`config.mk`:
```
export PLATFORM = sky130hd
export DESIGN_NAME = mm_ctrl
export DESIGN_NICKNAME = d
export VERILOG_FILES = /design/src/hdl/mm_pkg.sv /design/src/hdl/mm_ctrl.sv
export VERILOG_INCLUDE_DIRS = /design/src /design/src/hdl
export SDC_FILE = /design/constraint.sdc
export NUM_CORES = 1
export LEC_CHECK = 0
export BUFFER_PORTS_ARGS = -buffer_cell sky130_fd_sc_hd__buf_2
export CAP_MARGIN = 20
export CORE_AREA = 2 2 148 150
export DETAILED_ROUTE_END_ITERATION = 8
export DIE_AREA = 0 0 150 152
export PLACE_DENSITY_LB_ADDON = 0.2
export SETUP_SLACK_MARGIN = 0.4
export SYNTH_ARGS = -nofsm -noshare
export SYNTH_HDL_FRONTEND = slang
export SYNTH_SLANG_ARGS = --single-unit
```
`constraint.sdc`:
```
create_clock -name clk_i -period 2 [get_ports clk_i]
set_input_delay 0.3 -clock clk_i [delete_from_list [all_inputs] [get_ports clk_i]]
set_output_delay 0.3 -clock clk_i [all_outputs]
set_load 0.05 [all_outputs]
```
`src/hdl/mm_macros.svh`:
```
`ifndef MM_MACROS_SVH
`define MM_MACROS_SVH

// ram size in 32-bit words
`define MM_RAM_WORDS 1024

// region codes in address bits 31:28
`define MM_REGION_RAM    4'h0
`define MM_REGION_PERIPH 4'h1
`define MM_REGION_DM     4'h2

// pseudo peripheral word offsets
`define MM_PERIPH_PRINT  4'd0
`define MM_PERIPH_STATUS 4'd1
`define MM_PASS_CODE     32'd1

// debug window word offsets
`define MM_DM_CTRL    4'd0
`define MM_DM_SCRATCH 4'd1

`define MM_NDMRESET_CYCLES 4
`define MM_ERR_WORD        32'hdeadbeef

`endif

```
`src/hdl/mm_pkg.sv`:
```
package mm_pkg;

    // request as seen by every target
    typedef struct packed {
        logic [31:0] addr;
        logic        we;
        logic [3:0]  be;
        logic [31:0] wdata;
    } mm_req_t;

    // response back to one requester
    typedef struct packed {
        logic        gnt;
        logic        rvalid;
        logic [31:0] rdata;
    } mm_rsp_t;

    typedef struct packed {
        logic [3:0]  region;
        logic [25:0] word_idx;
        logic [1:0]  byte_off;
    } mm_ram_view_t;

    typedef struct packed {
        logic [3:0]  region;
        logic [21:0] unused;
        logic [3:0]  reg_sel;
        logic [1:0]  byte_off;
    } mm_reg_view_t;

    // memory and register targets read the same address differently
    typedef union packed {
        mm_ram_view_t ram_view;
        mm_reg_view_t reg_view;
    } mm_addr_u;

    typedef enum logic [1:0] {
        TGT_RAM,
        TGT_PERIPH,
        TGT_DM,
        TGT_NONE
    } mm_target_e;

endpackage

```
`src/hdl/mm_ctrl.sv`:
```
`timescale 1ns/100ps
`include "mm_macros.svh"

module mm_ctrl import mm_pkg::*; (
    input  logic        clk_i,
    input  logic        rst_ni,
    input  mm_req_t     data_req_i,
    input  logic        data_valid_i,
    input  mm_req_t     sb_req_i,
    input  logic        sb_valid_i,
    output mm_rsp_t     data_rsp_o,
    output mm_rsp_t     sb_rsp_o,
    output mm_req_t     tgt_req_o,
    output logic        ram_sel_o,
    output logic        periph_sel_o,
    output logic        dm_sel_o,
    input  logic        print_full_i,
    input  logic [31:0] ram_rdata_i,
    input  logic [31:0] periph_rdata_i,
    input  logic [31:0] dm_rdata_i
);

    mm_req_t    req;
    mm_addr_u   addr;
    mm_target_e tgt;
    logic       pick_sb;
    logic       req_valid;
    logic       print_blocked;
    logic       grant;
    logic       active_q;
    logic       rvalid_q;
    logic       rsp_sb_q;
    mm_target_e tgt_q;
    logic [31:0] rdata;

    // fixed priority, system bus first
    assign pick_sb   = sb_valid_i;
    assign req       = pick_sb ? sb_req_i : data_req_i;
    assign req_valid = sb_valid_i | data_valid_i;
    assign addr      = req.addr;

    always_comb begin
        case (addr.reg_view.region)
            `MM_REGION_RAM:    tgt = TGT_RAM;
            `MM_REGION_PERIPH: tgt = TGT_PERIPH;
            `MM_REGION_DM:     tgt = TGT_DM;
            default:           tgt = TGT_NONE;
        endcase
    end

    // stdout buffer still occupied, the requester waits
    assign print_blocked = (tgt == TGT_PERIPH) && req.we &&
                           (addr.reg_view.reg_sel == `MM_PERIPH_PRINT) && print_full_i;

    assign grant = active_q && req_valid && !print_blocked;

    assign tgt_req_o    = req;
    assign ram_sel_o    = grant && (tgt == TGT_RAM);
    assign periph_sel_o = grant && (tgt == TGT_PERIPH);
    assign dm_sel_o     = grant && (tgt == TGT_DM);

    // active_q holds off grants until reset is fully over
    always_ff @(posedge clk_i or negedge rst_ni) begin
        if (!rst_ni) begin
            active_q <= 1'b0;
            rvalid_q <= 1'b0;
            rsp_sb_q <= 1'b0;
            tgt_q    <= TGT_NONE;
        end else begin
            active_q <= 1'b1;
            rvalid_q <= grant;
            if (grant) begin
                rsp_sb_q <= pick_sb;
                tgt_q    <= tgt;
            end
        end
    end

    // response data from the target granted last cycle
    always_comb begin
        case (tgt_q)
            TGT_RAM:    rdata = ram_rdata_i;
            TGT_PERIPH: rdata = periph_rdata_i;
            TGT_DM:     rdata = dm_rdata_i;
            default:    rdata = `MM_ERR_WORD;
        endcase
    end

    always_comb begin
        data_rsp_o.gnt    = grant && !pick_sb;
        data_rsp_o.rvalid = rvalid_q && !rsp_sb_q;
        data_rsp_o.rdata  = rdata;
        sb_rsp_o.gnt      = grant && pick_sb;
        sb_rsp_o.rvalid   = rvalid_q && rsp_sb_q;
        sb_rsp_o.rdata    = rdata;
    end

endmodule

```
==> metrics.txt <==
GP Congestion=0.712; CTS Buf Count=3; Crit Path Max Fanout=11; fraction of layout cells with a size suffix above 1=95.1%; Avg Inst Size Synth=8.93 µm²; DIE AREA=22800 µm²; via count=3468; clock tree sinks=5; Clock Skew=0.00158 ns; count of final hold-check violations=0; pin count of the biggest net entering global routing=27; # diodes=0; kind of cell adding the most delay to the critical path=flip-flops; P&R area growth vs syn=194%; Total Wirelength=13400 µm; final setup fails=46; DP Cell Count=865; Tmin final=2.06 ns; Synth Flop Type=dfrtp_1; worst r2r src=tgt_q[0]$_DFFE_PN1P_; Rows=54; DR pass1 iterations=4; I/O Buffers=378; Worst path max stage delay=0.58 ns; Crit Path Category=reg2out; DR iter-0 viols=50; starting density of the core=10.1%; Final Instance Count excl. Fillers=915; synth warn=0; clock tree root buffer cell=clkbuf_16; Post-synth ARST share=100%; WP data arrival=1.76 ns; sequential area share after synthesis=5.93%; Hold Crit Class=in2async; CP dominant cell by count=buf_12; library cells used by synthesis=33; ranking of synthesized cells by area=mux2_2 49%, buf_4 11%, o22a_1 9.8%, mux2i_1 3.7%, dfrtp_1 3.5%; peak supply drop=0.178 mV; Final #Nets=875; clock-pin slew on the worst setup and hold paths=0.03 ns; Synth top area share=48.7%; Power per Cell Area=493 nW/µm²; via/cell ratio=3.79; antenna-violating nets left=0; CP bufs+invs=3; maxcap violations=0; cell area after synthesis=2150 µm²; Max Root-Sink Buffers=2; Fmax achieved=0.484 GHz; fin crit share=103%; synthesized flop and latch total=5; CP Capture Type=output pin; GRT overflow=0; Max Slew Vio Count=0; Mapped Cells=241; WL/cell=14.6 µm; status=finished, violations left; failing checks=negative setup slack; CP Cell Sequence=buf_12, buf_12, mux2_4, o22a_4, buf_4; required time worst endpoint=1.70 ns; Chip Height=152 µm; EDFF count, synth=0; DRC=0; initial antenna violation count=1; Top Ports=379; Critical Path Source=tgt_q[0]$_DFFE_PN1P_; first-pass GRT wire length=18900 µm; Filler Cells Inserted=2213; Die X=150 µm; RSZ-0062 raised after global routing=yes; final worst slack=-0.0642 ns; number of global-route vias before repair=3615; crit path max-delay cell type=dfstp_2; Synth area leader=mux2_2; pre-CTS setup slack=0.0445 ns; Setup crit start kind=flip-flop; Core Region=21400 µm²; Pleak=3.11 nW; CTS tree=built; Skew-Pair Late Insertion Delay=0.23 ns; DPL Wire Length=10800 µm; Mapped Nets=480; H-tree depth=1; total track usage=10.5%
==> final timing paths <==
| path | cells past startpoint | to | slack [ns] |
|---|---|---|---|
| min in group clk_i | 4 | rvalid_q$_DFF_PN0_ | 0.54 |
| max in group asynchronous | 2 | tgt_q[1]$_DFFE_PN1P_ | 1.36 |
| worst max-delay path | 5 | sb_rsp_o[28] | -0.06 |
| worst max register to register | 5 | tgt_q[0]$_DFFE_PN1P_ | 0.64 |
| worst min-delay path | 2 | rvalid_q$_DFF_PN0_ | 0.43 |
| worst min register to register | 2 | rsp_sb_q$_DFFE_PN0P_ | 0.58 |
==> cells by family after synthesis <==
kind of cell           after synthesis  synth area share, %
muxes                              101                 52.4
buffers and inverters               54                 16.1
AOI/OAI and AO/OA                   43                 15.1
and+or+nand+nor                     37                 10.3
DFF                                  5                 5.93
other                                1                0.174
==> final cells by class <==
cell class	count	area, µm²	share of cell area, %
sequential	5	128	2.02
clock buffer	4	78.8	1.25
multi-input combinational	182	2350	37.2
timing repair buffer	442	3400	53.8
tap	280	350	5.54
inverter	2	7.51	0.119
==> power by group <==
group	total, W	internal (W)	switching (W)
clock network	0.000326	0.000264	0.0000618
logic	0.00267	0.00114	0.00153
registers	0.000124	0.000114	0.0000101
==> flip-flops by register name, indices dropped and copies added (netlist names) <==
register / count
tgt_q: 2
rvalid_q: 1
active_q: 1
rsp_sb_q: 1
==> cells in the final DEF (no fill, tap or decap), types with 2 or more instances in the layout <==
cell type / n
dfstp_2: 2
buf_16: 3
clkbuf_16: 6
a21oi_1: 3
nand2_1: 4
mux2i_4: 8
buf_12: 12
o21ai_4: 9
o22a_4: 24
dfrtp_1: 3
nor3b_4: 2
a221o_1: 2
inv_1: 2
nor4_2: 2
nand4_1: 2
buf_2: 282
mux2_4: 38
nor2_1: 2
nor3_4: 2
buf_8: 39
nor2_4: 2
buf_4: 39
nand2_2: 7
buf_6: 62
mux2_2: 55
nor2b_1: 2
==> cells in the mapped netlist (3+ instances only) <==
master	instances
buf_4	32
mux2_2	93
nor2b_1	3
nand2_1	11
nor3_1	4
nor2_1	5
buf_2	13
dfrtp_1	3
clkbuf_1	4
o22a_1	24
o21ai_0	10
mux2i_1	8
a21oi_1	3
==> what timing repair did <==
item	in CTS	in global routing
pin swaps	16	17
endpoints found under the hold margin	3	0
cloned	3	3
buffers inserted	32	7
hold buffers	1	0
setup endpoints to repair	132	108
resized for setup	250	60
==> per-stage QoR <==
step | utilization, % | hold slack (ns) | total power (W) | instance area (µm²) | TNS, ns
3_5_place_dp | 22.0 | 0.120 | 0.00225 | 4690 | 0
5_1_grt | 29.6 | 0.447 | 0.00325 | 6320 | -3.86
6_report | 29.6 | 0.428 | 0.00312 | 6320 | -1.68
4_1_cts | 28.0 | 0.439 | 0.00302 | 5980 | -1.46
3_3_place_gp | 22.0 | 0.124 | 0.00226 | 4690 | 0
2_1_floorplan | - | 0.00441 | 0.00191 | 2870 | 0
==> metal layers <==
layer / wire length, µm / vias to the layer above / track usage (%)
met5: 0 / - / 0
met4: 129 / 0 / 1.75
met3: 1180 / 10 / 1.35
met2: 7570 / 240 / 22.3
met1: 4490 / 1554 / 10.5
li1: - / 1664 / -
Note: power is estimated with default switching activity, not from simulation.
